$ cat src/include/idu_config.svh
`ifndef IDU_CONFIG_SVH
`define IDU_CONFIG_SVH

// datapath widths
`define IDU_XLEN         32
`define IDU_GPR_ADDR_W   5
// rv32e has 16 registers, so the low four index bits select the entry
`define IDU_HAZ_ADDR_W   4
`define IDU_EXCP_CODE_W  4
`define IDU_ALU_OP_W     10
`define IDU_BR_CODE_W    3
`define IDU_IMM_FMT_W    3

// exception cause codes
`define IDU_EXCP_ILLEGAL     4'd2
`define IDU_EXCP_BREAKPOINT  4'd3
`define IDU_EXCP_ECALL       4'd11

// instruction field positions
`define IDU_OPCODE_HI  6
`define IDU_OPCODE_LO  2
`define IDU_RD_HI      11
`define IDU_RD_LO      7
`define IDU_FUNC3_HI   14
`define IDU_FUNC3_LO   12
`define IDU_RS1_HI     19
`define IDU_RS1_LO     15
`define IDU_RS2_HI     24
`define IDU_RS2_LO     20
`define IDU_FUNC7_HI   31
`define IDU_FUNC7_LO   25

// immediate format select
`define IDU_IMM_NONE  3'd0
`define IDU_IMM_I     3'd1
`define IDU_IMM_S     3'd2
`define IDU_IMM_B     3'd3
`define IDU_IMM_U     3'd4
`define IDU_IMM_J     3'd5

`endif
$ cat src/hdl/idu_pkg.sv
`default_nettype none

`include "idu_config.svh"

package idu_pkg;

  // ----------------------------------------------------------------------
  // alu operation, one bit per function
  // ----------------------------------------------------------------------
  typedef logic [`IDU_ALU_OP_W-1:0] alu_op_t;

  // add also covers address and branch target computation
  localparam int unsigned ALU_ADD  = 0;
  localparam int unsigned ALU_SUB  = 1;
  localparam int unsigned ALU_SLL  = 2;
  localparam int unsigned ALU_SLT  = 3;
  localparam int unsigned ALU_SLTU = 4;
  localparam int unsigned ALU_XOR  = 5;
  localparam int unsigned ALU_SRL  = 6;
  localparam int unsigned ALU_SRA  = 7;
  localparam int unsigned ALU_OR   = 8;
  localparam int unsigned ALU_AND  = 9;

  // how execute uses its operands
  typedef struct packed {
    logic branch;
    logic jal;
    logic lui;
    logic jalr;
    logic auipc;
    logic reg_op;
  } exu_sel_t;

  // ----------------------------------------------------------------------
  // stage packets
  // ----------------------------------------------------------------------
  typedef struct packed {
    logic [`IDU_XLEN-1:0]        instruction;
    logic [`IDU_XLEN-1:0]        pc;
    logic                        excp;
    logic [`IDU_EXCP_CODE_W-1:0] excp_code;
  } fetch_pkt_t;

  typedef struct packed {
    logic [`IDU_XLEN-1:0]        pc;
    logic [`IDU_XLEN-1:0]        imm;
    logic [`IDU_XLEN-1:0]        rdata1;
    logic [`IDU_XLEN-1:0]        rdata2;
    alu_op_t                     alu_op;
    exu_sel_t                    exu_sel;
    logic [`IDU_BR_CODE_W-1:0]   branch_code;
    logic                        gpr_wen;
    logic [`IDU_GPR_ADDR_W-1:0]  gpr_waddr;
    logic                        mem_ren;
    logic                        mem_wen;
    logic                        excp;
    logic [`IDU_EXCP_CODE_W-1:0] excp_code;
  } decode_pkt_t;

  // source registers of the held instruction, for the hazard check
  typedef struct packed {
    logic [`IDU_GPR_ADDR_W-1:0] rs1;
    logic [`IDU_GPR_ADDR_W-1:0] rs2;
    logic                       reads_rs1;
    logic                       reads_rs2;
  } src_use_t;

endpackage

`default_nettype wire

$ cat src/hdl/idu_top.sv
`timescale 1ns/10ps
`default_nettype none

`include "idu_config.svh"

module idu_top (
  input  wire                         clock,
  input  wire                         reset,
  input  wire                         fetch_valid,
  output logic                        fetch_ready,
  input  idu_pkg::fetch_pkt_t         fetch_pkt,
  output logic                        exu_valid,
  input  wire                         exu_ready,
  output idu_pkg::decode_pkt_t        exu_pkt,
  output logic [`IDU_GPR_ADDR_W-1:0]  gpr_raddr1,
  output logic [`IDU_GPR_ADDR_W-1:0]  gpr_raddr2,
  input  wire  [`IDU_XLEN-1:0]        gpr_rdata1,
  input  wire  [`IDU_XLEN-1:0]        gpr_rdata2,
  input  wire  [`IDU_HAZ_ADDR_W-1:0]  exu_gpr_waddr,
  input  wire  [`IDU_HAZ_ADDR_W-1:0]  lsu_gpr_waddr,
  input  wire                         flush
);

  idu_pkg::fetch_pkt_t        held;
  idu_pkg::src_use_t          src;
  idu_pkg::alu_op_t           alu_op;
  idu_pkg::exu_sel_t          exu_sel;
  logic [`IDU_BR_CODE_W-1:0]   branch_code;
  logic                        gpr_wen;
  logic                        mem_ren;
  logic                        mem_wen;
  logic                        excp;
  logic [`IDU_EXCP_CODE_W-1:0] excp_code;
  logic [`IDU_IMM_FMT_W-1:0]   imm_fmt;
  logic [`IDU_XLEN-1:0]        imm;
  logic                        pending;
  logic                        stall;

  // ----------------------------------------------------------------------
  // stage register and decode
  // ----------------------------------------------------------------------
  idu_pipe_reg #(
    .payload_t (idu_pkg::fetch_pkt_t)
  ) u_pipe_reg (
    .clock     (clock),
    .reset     (reset),
    .in_valid  (fetch_valid),
    .in_ready  (fetch_ready),
    .in_data   (fetch_pkt),
    .out_valid (exu_valid),
    .out_ready (exu_ready),
    .out_data  (held),
    .full      (pending),
    .stall     (stall),
    .flush     (flush)
  );

  inst_decoder u_decoder (
    .inst        (held.instruction),
    .fetch_excp  (held.excp),
    .fetch_code  (held.excp_code),
    .alu_op      (alu_op),
    .exu_sel     (exu_sel),
    .branch_code (branch_code),
    .gpr_wen     (gpr_wen),
    .mem_ren     (mem_ren),
    .mem_wen     (mem_wen),
    .excp        (excp),
    .excp_code   (excp_code),
    .src         (src),
    .imm_fmt     (imm_fmt)
  );

  imm_gen u_imm_gen (
    .inst    (held.instruction),
    .imm_fmt (imm_fmt),
    .imm     (imm)
  );

  raw_hazard u_raw_hazard (
    .src           (src),
    .pending       (pending),
    .flush         (flush),
    .exu_gpr_waddr (exu_gpr_waddr),
    .lsu_gpr_waddr (lsu_gpr_waddr),
    .stall         (stall)
  );

  // ----------------------------------------------------------------------
  // register file reads and output packet
  // ----------------------------------------------------------------------
  assign gpr_raddr1 = src.rs1;
  assign gpr_raddr2 = src.rs2;

  always_comb begin
    exu_pkt.pc          = held.pc;
    exu_pkt.imm         = imm;
    // x0 reads as zero whatever the register file returns
    exu_pkt.rdata1      = (src.rs1[`IDU_HAZ_ADDR_W-1:0] == '0) ? '0 : gpr_rdata1;
    exu_pkt.rdata2      = (src.rs2[`IDU_HAZ_ADDR_W-1:0] == '0) ? '0 : gpr_rdata2;
    exu_pkt.alu_op      = alu_op;
    exu_pkt.exu_sel     = exu_sel;
    exu_pkt.branch_code = branch_code;
    exu_pkt.gpr_wen     = gpr_wen;
    exu_pkt.gpr_waddr   = held.instruction[`IDU_RD_HI:`IDU_RD_LO];
    exu_pkt.mem_ren     = mem_ren;
    exu_pkt.mem_wen     = mem_wen;
    exu_pkt.excp        = excp;
    exu_pkt.excp_code   = excp_code;
  end

endmodule

`default_nettype wire

$ cat src/hdl/raw_hazard.sv
`timescale 1ns/10ps
`default_nettype none

`include "idu_config.svh"

module raw_hazard (
  input  idu_pkg::src_use_t         src,
  input  wire                       pending,
  input  wire                       flush,
  input  wire [`IDU_HAZ_ADDR_W-1:0] exu_gpr_waddr,
  input  wire [`IDU_HAZ_ADDR_W-1:0] lsu_gpr_waddr,
  output logic                      stall
);

  logic [`IDU_HAZ_ADDR_W-1:0] rs1_idx;
  logic [`IDU_HAZ_ADDR_W-1:0] rs2_idx;
  logic                       rs1_hit;
  logic                       rs2_hit;

  // only 16 registers, compare on the low index bits
  assign rs1_idx = src.rs1[`IDU_HAZ_ADDR_W-1:0];
  assign rs2_idx = src.rs2[`IDU_HAZ_ADDR_W-1:0];

  // x0 never waits, an idle write address of zero never matches
  assign rs1_hit = src.reads_rs1 && (rs1_idx != '0)
                   && (rs1_idx == exu_gpr_waddr || rs1_idx == lsu_gpr_waddr);
  assign rs2_hit = src.reads_rs2 && (rs2_idx != '0)
                   && (rs2_idx == exu_gpr_waddr || rs2_idx == lsu_gpr_waddr);

  // flush kills the held item, nothing left to wait for
  assign stall = pending && (rs1_hit || rs2_hit) && !flush;

  // pending write addresses and flush must be driven while an item waits
  a_stall_known: assert final (pending !== 1'b1 || !$isunknown(stall))
    else $error("raw_hazard: stall unknown while an item is held");

endmodule

`default_nettype wire

$ cat src/hdl/imm_gen.sv
`timescale 1ns/10ps
`default_nettype none

`include "idu_config.svh"

module imm_gen (
  input  wire  [`IDU_XLEN-1:0]      inst,
  input  wire  [`IDU_IMM_FMT_W-1:0] imm_fmt,
  output logic [`IDU_XLEN-1:0]      imm
);

  logic sign;

  assign sign = inst[31];

  // bit scramble per base isa format
  always_comb begin
    case (imm_fmt)
      `IDU_IMM_I: begin
        imm = {{20{sign}}, inst[31:20]};
      end
      `IDU_IMM_S: begin
        imm = {{20{sign}}, inst[31:25], inst[11:7]};
      end
      `IDU_IMM_B: begin
        imm = {{20{sign}}, inst[7], inst[30:25], inst[11:8], 1'b0};
      end
      `IDU_IMM_U: begin
        imm = {inst[31:12], 12'b0};
      end
      `IDU_IMM_J: begin
        imm = {{12{sign}}, inst[19:12], inst[20], inst[30:21], 1'b0};
      end
      default: begin
        // r-type, system and fence carry no immediate
        imm = '0;
      end
    endcase
  end

endmodule

`default_nettype wire

$ cat src/hdl/inst_decoder.sv
`timescale 1ns/10ps
`default_nettype none

`include "idu_config.svh"

module inst_decoder (
  input  wire [`IDU_XLEN-1:0]         inst,
  input  wire                         fetch_excp,
  input  wire [`IDU_EXCP_CODE_W-1:0]  fetch_code,
  output idu_pkg::alu_op_t            alu_op,
  output idu_pkg::exu_sel_t           exu_sel,
  output logic [`IDU_BR_CODE_W-1:0]   branch_code,
  output logic                        gpr_wen,
  output logic                        mem_ren,
  output logic                        mem_wen,
  output logic                        excp,
  output logic [`IDU_EXCP_CODE_W-1:0] excp_code,
  output idu_pkg::src_use_t           src,
  output logic [`IDU_IMM_FMT_W-1:0]   imm_fmt
);

  // major opcodes, inst[6:2]
  localparam logic [4:0] OPC_LOAD     = 5'b00000;
  localparam logic [4:0] OPC_MISC_MEM = 5'b00011;
  localparam logic [4:0] OPC_OP_IMM   = 5'b00100;
  localparam logic [4:0] OPC_AUIPC    = 5'b00101;
  localparam logic [4:0] OPC_STORE    = 5'b01000;
  localparam logic [4:0] OPC_OP       = 5'b01100;
  localparam logic [4:0] OPC_LUI      = 5'b01101;
  localparam logic [4:0] OPC_BRANCH   = 5'b11000;
  localparam logic [4:0] OPC_JALR     = 5'b11001;
  localparam logic [4:0] OPC_JAL      = 5'b11011;
  localparam logic [4:0] OPC_SYSTEM   = 5'b11100;

  logic [4:0] opcode;
  logic [2:0] func3;
  logic [6:0] func7;
  logic [4:0] rd;
  logic [4:0] rs1;
  logic [4:0] rs2;

  logic op_load;
  logic op_misc_mem;
  logic op_imm;
  logic op_auipc;
  logic op_store;
  logic op_op;
  logic op_lui;
  logic op_branch;
  logic op_jalr;
  logic op_jal;
  logic op_system;

  logic f7_zero;
  logic f7_alt;
  logic is_ecall;
  logic is_ebreak;
  logic legal;
  logic illegal;

  assign opcode = inst[`IDU_OPCODE_HI:`IDU_OPCODE_LO];
  assign func3  = inst[`IDU_FUNC3_HI:`IDU_FUNC3_LO];
  assign func7  = inst[`IDU_FUNC7_HI:`IDU_FUNC7_LO];
  assign rd     = inst[`IDU_RD_HI:`IDU_RD_LO];
  assign rs1    = inst[`IDU_RS1_HI:`IDU_RS1_LO];
  assign rs2    = inst[`IDU_RS2_HI:`IDU_RS2_LO];

  assign op_load     = (opcode == OPC_LOAD);
  assign op_misc_mem = (opcode == OPC_MISC_MEM);
  assign op_imm      = (opcode == OPC_OP_IMM);
  assign op_auipc    = (opcode == OPC_AUIPC);
  assign op_store    = (opcode == OPC_STORE);
  assign op_op       = (opcode == OPC_OP);
  assign op_lui      = (opcode == OPC_LUI);
  assign op_branch   = (opcode == OPC_BRANCH);
  assign op_jalr     = (opcode == OPC_JALR);
  assign op_jal      = (opcode == OPC_JAL);
  assign op_system   = (opcode == OPC_SYSTEM);

  assign f7_zero = (func7 == 7'b0000000);
  assign f7_alt  = (func7 == 7'b0100000);

  // ----------------------------------------------------------------------
  // legality
  // ----------------------------------------------------------------------
  assign is_ecall  = op_system && f7_zero && rs2 == 5'd0 && rs1 == 5'd0
                     && func3 == 3'b000 && rd == 5'd0;
  assign is_ebreak = op_system && f7_zero && rs2 == 5'd1 && rs1 == 5'd0
                     && func3 == 3'b000 && rd == 5'd0;

  // csr ops, mret and fence.i fall through as illegal
  assign legal = op_lui || op_auipc || op_jal
              || (op_jalr && func3 == 3'b000)
              || (op_branch && func3 != 3'b010 && func3 != 3'b011)
              || (op_load && (func3 inside {3'b000, 3'b001, 3'b010, 3'b100, 3'b101}))
              || (op_store && (func3 inside {3'b000, 3'b001, 3'b010}))
              || (op_imm && func3 == 3'b001 && f7_zero)
              || (op_imm && func3 == 3'b101 && (f7_zero || f7_alt))
              || (op_imm && func3 != 3'b001 && func3 != 3'b101)
              || (op_op && f7_zero)
              || (op_op && f7_alt && (func3 == 3'b000 || func3 == 3'b101))
              || (op_misc_mem && func3 == 3'b000)
              || is_ecall || is_ebreak;

  assign illegal = (inst[1:0] != 2'b11) || !legal;

  assign excp = fetch_excp || illegal || is_ecall || is_ebreak;

  always_comb begin
    if (fetch_excp) begin
      excp_code = fetch_code;
    end else if (illegal) begin
      excp_code = `IDU_EXCP_ILLEGAL;
    end else if (is_ecall) begin
      excp_code = `IDU_EXCP_ECALL;
    end else if (is_ebreak) begin
      excp_code = `IDU_EXCP_BREAKPOINT;
    end else begin
      excp_code = '0;
    end
  end

  // ----------------------------------------------------------------------
  // control
  // ----------------------------------------------------------------------
  always_comb begin
    alu_op = '0;
    alu_op[idu_pkg::ALU_ADD]  = op_auipc || op_jal || op_jalr || op_load || op_store
                              || op_branch || (op_imm && func3 == 3'b000)
                              || (op_op && func3 == 3'b000 && !f7_alt);
    alu_op[idu_pkg::ALU_SUB]  = op_op && func3 == 3'b000 && f7_alt;
    alu_op[idu_pkg::ALU_SLL]  = (op_imm || op_op) && func3 == 3'b001;
    alu_op[idu_pkg::ALU_SLT]  = (op_imm || op_op) && func3 == 3'b010;
    alu_op[idu_pkg::ALU_SLTU] = (op_imm || op_op) && func3 == 3'b011;
    alu_op[idu_pkg::ALU_XOR]  = (op_imm || op_op) && func3 == 3'b100;
    alu_op[idu_pkg::ALU_SRL]  = (op_imm || op_op) && func3 == 3'b101 && !f7_alt;
    alu_op[idu_pkg::ALU_SRA]  = (op_imm || op_op) && func3 == 3'b101 && f7_alt;
    alu_op[idu_pkg::ALU_OR]   = (op_imm || op_op) && func3 == 3'b110;
    alu_op[idu_pkg::ALU_AND]  = (op_imm || op_op) && func3 == 3'b111;
  end

  assign exu_sel.branch = op_branch;
  assign exu_sel.jal    = op_jal;
  assign exu_sel.lui    = op_lui;
  assign exu_sel.jalr   = op_jalr;
  assign exu_sel.auipc  = op_auipc;
  assign exu_sel.reg_op = op_op;

  assign branch_code = func3;
  assign mem_ren     = op_load;
  assign mem_wen     = op_store;

  // register index wraps at 16 entries on rv32e
  assign gpr_wen = !(op_branch || op_store || op_system || op_misc_mem)
                   && (rd[`IDU_HAZ_ADDR_W-1:0] != '0);

  assign src.rs1       = rs1;
  assign src.rs2       = rs2;
  assign src.reads_rs1 = op_jalr || op_branch || op_load || op_store || op_imm || op_op;
  assign src.reads_rs2 = op_branch || op_store || op_op;

  always_comb begin
    if (op_jalr || op_load || op_imm) begin
      imm_fmt = `IDU_IMM_I;
    end else if (op_store) begin
      imm_fmt = `IDU_IMM_S;
    end else if (op_branch) begin
      imm_fmt = `IDU_IMM_B;
    end else if (op_lui || op_auipc) begin
      imm_fmt = `IDU_IMM_U;
    end else if (op_jal) begin
      imm_fmt = `IDU_IMM_J;
    end else begin
      imm_fmt = `IDU_IMM_NONE;
    end
  end

  a_alu_onehot: assert final ($onehot0(alu_op))
    else $error("inst_decoder: more than one alu_op bit set");

endmodule

`default_nettype wire

$ cat src/hdl/idu_pipe_reg.sv
`timescale 1ns/10ps
`default_nettype none

module idu_pipe_reg #(
  parameter type payload_t = logic
) (
  input  wire      clock,
  input  wire      reset,
  input  wire      in_valid,
  output logic     in_ready,
  input  payload_t in_data,
  output logic     out_valid,
  input  wire      out_ready,
  output payload_t out_data,
  output logic     full,
  input  wire      stall,
  input  wire      flush
);

  logic in_fire;
  logic out_fire;

  // ----------------------------------------------------------------------
  // handshake
  // ----------------------------------------------------------------------
  // one entry only, so a new item waits until the held one leaves
  assign in_ready  = !full && !stall;
  assign out_valid = full && !stall && !flush;

  assign in_fire  = in_valid && in_ready;
  assign out_fire = out_valid && out_ready;

  always_ff @(posedge clock) begin
    if (reset) begin
      full <= 1'b0;
    end else if (in_fire) begin
      full <= 1'b1;
    end else if (out_fire || flush) begin
      // flush drops the held item
      full <= 1'b0;
    end
  end

  // ----------------------------------------------------------------------
  // payload
  // ----------------------------------------------------------------------
  always_ff @(posedge clock) begin
    if (in_fire) begin
      out_data <= in_data;
    end
  end

  // packet must hold while execute applies back-pressure
  a_hold_stable: assert property (
    @(posedge clock) disable iff (reset)
    out_valid && !out_ready |=> $stable(out_data)
  ) else $error("idu_pipe_reg: payload changed under back-pressure");

  // an offered item was loaded from a known fetch packet
  a_known_payload: assert property (
    @(posedge clock) disable iff (reset)
    out_valid |-> !$isunknown(out_data)
  ) else $error("idu_pipe_reg: unknown payload offered to execute");

endmodule

`default_nettype wire

$ cat config.mk
export PLATFORM = sky130hd
export DESIGN_NAME = idu_top
export DESIGN_NICKNAME = d
export VERILOG_FILES = /design/src/hdl/idu_pkg.sv /design/src/hdl/idu_top.sv /design/src/hdl/raw_hazard.sv /design/src/hdl/imm_gen.sv /design/src/hdl/inst_decoder.sv /design/src/hdl/idu_pipe_reg.sv
export VERILOG_INCLUDE_DIRS = /design/src /design/src/include
export SDC_FILE = /design/constraint.sdc
export NUM_CORES = 1
export LEC_CHECK = 0
export ABC_AREA = 1
export BUFFER_PORTS_ARGS = -buffer_cell sky130_fd_sc_hd__buf_2
export CORE_AREA = 2 2 122 124
export CTS_CLUSTER_SIZE = 10
export DETAILED_ROUTE_END_ITERATION = 10
export DIE_AREA = 0 0 124 126
export GPL_TIMING_DRIVEN = 0
export PLACE_DENSITY = 0.61
export SLEW_MARGIN = 10
export SYNTH_ARGS = -nofsm -noshare
export SYNTH_HDL_FRONTEND = slang
export SYNTH_SLANG_ARGS = --single-unit
$ cat constraint.sdc
create_clock -name clock -period 5.5 [get_ports clock]
set_clock_uncertainty 0.15 [all_clocks]
set_input_delay 0 -clock clock [delete_from_list [all_inputs] [get_ports clock]]
set_output_delay 0 -clock clock [all_outputs]
set_load 0.01 [all_outputs]
==> summary.txt <==
Run status
  • Status: complete, no violations

Floorplan
  • Initial Util: 30.3%
  • Die area: 15600 µm²
  • Die height: 126 µm
  • Core area: 14300 µm²
  • Row Count: 44
  • Die width: 124 µm
  • IO Count: 318

Synth
  • Largest family of logic cells by synthesized area: simple AND/OR/NAND/NOR gates
  • Xor and xnor fraction of the mapped netlist area: 0.809%
  • Post-Synth Adder-Cell Area: 0%
  • Syn nets: 671
  • Post-synthesis cell count: 525
  • Post-synthesis simple-gate area fraction: 23.8%
  • Synth Area in Compound Gates: 5.49%
  • Ys Warns: 0
  • Number of distinct library cells after synthesis: 37
  • Mux contribution to synthesized area: 0%
  • Seq/Total Area, Yosys: 48.3%
  • Post-synth EDFFs: 69
  • Top FF cell, synth: edfxtp_1
  • Mapped Area: 4330 µm²
  • Post-synthesis async set-or-reset flop share: 0%
  • Post-synthesis register bit count: 70
  • Syn_area_per_cell: 8.25 µm²

Global route
  • GRT met3 Usage: 6.52%
  • Busiest layer in global routing: met2
  • Initial antenna violation count: 1
  • GR Overflow Total: 0
  • GRT met1 Usage: 21.5%
  • Total GRT Usage: 20.2%
  • Largest net degree at the start of global routing: 53
  • Met2 Usage GRT: 38.1%
  • First-pass GRT wire length: 23800 µm
  • Vias in the first global route: 4691

Worst hold path
  • Hold depth: 3
  • Hold path start: fetch_valid
  • Hold WC Path Type: input port to flip-flop
  • WHS Endpoint: u_pipe_reg.out_data[40]

Drt
  • Vias/cell: 4.19
  • Final ANT Viol Nets: 0
  • Drt pass-1 iters: 4
  • WL final: 16500 µm
  • Vias: 4674
  • Iter 0 DRT Violations: 195
  • DRC violations left: 0
  • Wire per inst: 14.8 µm

STA
  • Setup Viol. Count Final: 0
  • Final hold viol count: 0
  • Rel. slew slack: 57.3%
  • Max-slew violations: 0
  • Fmax: 405 MHz
  • Setup TNS: 0 ns
  • Period utilization: 44.9%
  • Worst slew pin tran: 0.636 ns
  • RSZ-0062 raised after global routing: false
  • Post-layout min period: 2.47 ns

Power and ir drop
  • Lkg Pwr: 3.96 nW
  • Clock share of power: 37.1%
  • Logic pwr share: 22.9%
  • Sw frac: 27.9%
  • Internal power: 1.17 mW
  • Seq pwr share: 39.9%
  • Peak VDD IR: 235 µV
  • Pwr dens: 225 nW/µm²
  • Switch Pwr: 0.452 mW

Setup path
  • R2r startpoint: u_pipe_reg.out_data[58]
  • Crit. End Element: primary output
  • Worst R2R Setup Slack: 3.08 ns
  • Crit path from: u_pipe_reg.out_data[42]
  • Slowest library cell on the worst path: nor4_4
  • Worst Path Class, Setup: flip-flop to primary output
  • Crit path cell chain: inv_2 > nor2_4 > nand2_8 > inv_6 > nor4_4 > or2_1 > buf_6 > o21ai_2 > buf_2
  • Critical path launch point type: flip-flop
  • Crit path arrival time: 2.32 ns
  • Critical Path Max Stage Delay: 0.48 ns
  • Worst-path fanout max: 10
  • Register-to-Register Path Depth: 9
  • WP data required: 5.35 ns
  • Worst flop-to-flop path endpoint: u_pipe_reg.full

Final layout
  • Post-layout nets: 1071
  • Final instance area: 7200 µm²
  • FILL cells: 1380
  • Area grow syn2layout: 66.2%
  • Layout cells sized above 1: 45.5%

Clock tree
  • Cts bufs inserted: 9
  • Later-pin clock latency in the skew report: 0.33 ns
  • Postcts setup bufs: 0
  • Clk sinks: 70
  • Post-CTS Resized: 0
  • H-tree lvl count: 3
  • Clock-pin slew on the worst setup and hold paths: 0.07 ns
  • CTS tree: built
  • Cts hold-fix bufs: 71
  • Root buffer cell: clkbuf_16
  • Clock buffer depth: 2

Placement
  • IO buf count: 317
  • GPL Wtd Cong: 0.868
  • Dpl hpwl: 12900 µm
  • Placed cell areas: 6180 µm²

Flow run
  • # Max-Cap Violations: 0
through the flow:
step	instances	power (mW)	utilization [%]	worst slack [ns]	hold slack, ns
2_1_floorplan	525	0.826	-	3.10	-0.0809
4_1_cts	1114	1.63	50.3	3.01	0.0665
3_5_place_dp	1027	0.989	43.2	3.39	0.00632
6_report	1115	1.62	50.3	3.03	0.0659
5_1_grt	1115	1.70	50.3	2.90	0.0705
3_3_place_gp	1026	0.985	43.0	2.49	0.00843
synthesized netlist by cell type, types with 3 or more instances:
cell / n / area share [%]
inv_1: 111 / 9.6
buf_1: 3 / 0.26
nand2_1: 77 / 6.7
nand3_1: 18 / 2.1
nor3_1: 9 / 1.0
inv_2: 3 / 0.26
nor4_1: 4 / 0.58
xor2_1: 4 / 0.81
edfxtp_1: 69 / 48
nor2_4: 5 / 1.3
o22ai_1: 3 / 0.43
a21oi_1: 3 / 0.35
nor2_1: 103 / 8.9
nand4_1: 3 / 0.43
clkbuf_1: 4 / 0.35
buf_4: 61 / 11
o21ai_0: 16 / 1.8
o21ai_2: 10 / 2.0
layout by cell type (no fill, tap or decap), drive strengths merged, types with 4 or more instances in the layout:
master,netlist,routed
buf,66,384
clkbuf,4,13
dlygate4sd3,0,71
edfxtp,69,69
inv,115,118
nand2,79,79
nand3,20,20
nor2,108,108
nor3,10,10
nor4,5,5
o21ai,27,27
xor2,4,4
flip-flops by register name, summed over array words and instances (netlist names):
register             flops
u_pipe_reg.out_data     69
u_pipe_reg.full          1
cells by family (layout without fill, tap and decap cells):
group	after synthesis	after routing
simple gates	229	229
compound gates	37	37
other cells	0	1
flops	70	70
xor+xnor	4	4
buf+inv	185	590
power by group through the flow:
stage	combinational [mW]	clock, mW	sequential, mW
after floorplan	0.173	0	0.653
after global placement	0.325	0	0.660
after detailed placement	0.331	0	0.658
after CTS	0.372	0.614	0.647
after global routing	0.409	0.636	0.651
final	0.372	0.601	0.647
layer usage:
| layer | vias to the layer above | part of all wire, % | wire [µm] |
|---|---|---|---|
| li1 | 2372 | - | - |
| met1 | 2075 | 37 | 6130 |
| met2 | 212 | 52 | 8600 |
| met3 | 15 | 9.5 | 1560 |
| met4 | 0 | 1.0 | 170 |
| met5 | - | 0 | 0 |
final cells by class:
class	instances	area (µm²)	area share [%]
Multi-Input combinational cell	270	1300	18.1
Clock inverter	7	81.3	1.13
Tap cell	184	230	3.20
Sequential cell	70	2090	29.1
Clock buffer	9	225	3.13
Inverter	115	439	6.10
Antenna cell	1	2.50	0.0348
Buffer	70	500	6.95
Timing Repair Buffer	389	2320	32.3
worst max path at each step:
stage	to	slack, ns
after detailed placement	exu_pkt[118]	3.39
after CTS	exu_pkt[118]	3.01
after global placement	u_pipe_reg.out_data[9]	2.49
after global routing	u_pipe_reg.full	2.90
after floorplan	u_pipe_reg.out_data[0]	3.10
final	exu_pkt[116]	3.03
worst max-delay path: cells and delay by family (launching register included):
family	cells	cell delay, ns
AND/OR/NAND/NOR	4	0.89
AO/OA/AOI/OAI	1	0.07
buffers and inverters	4	0.56
flip-flops	1	0.47
(Power assumes the default switching activity.)
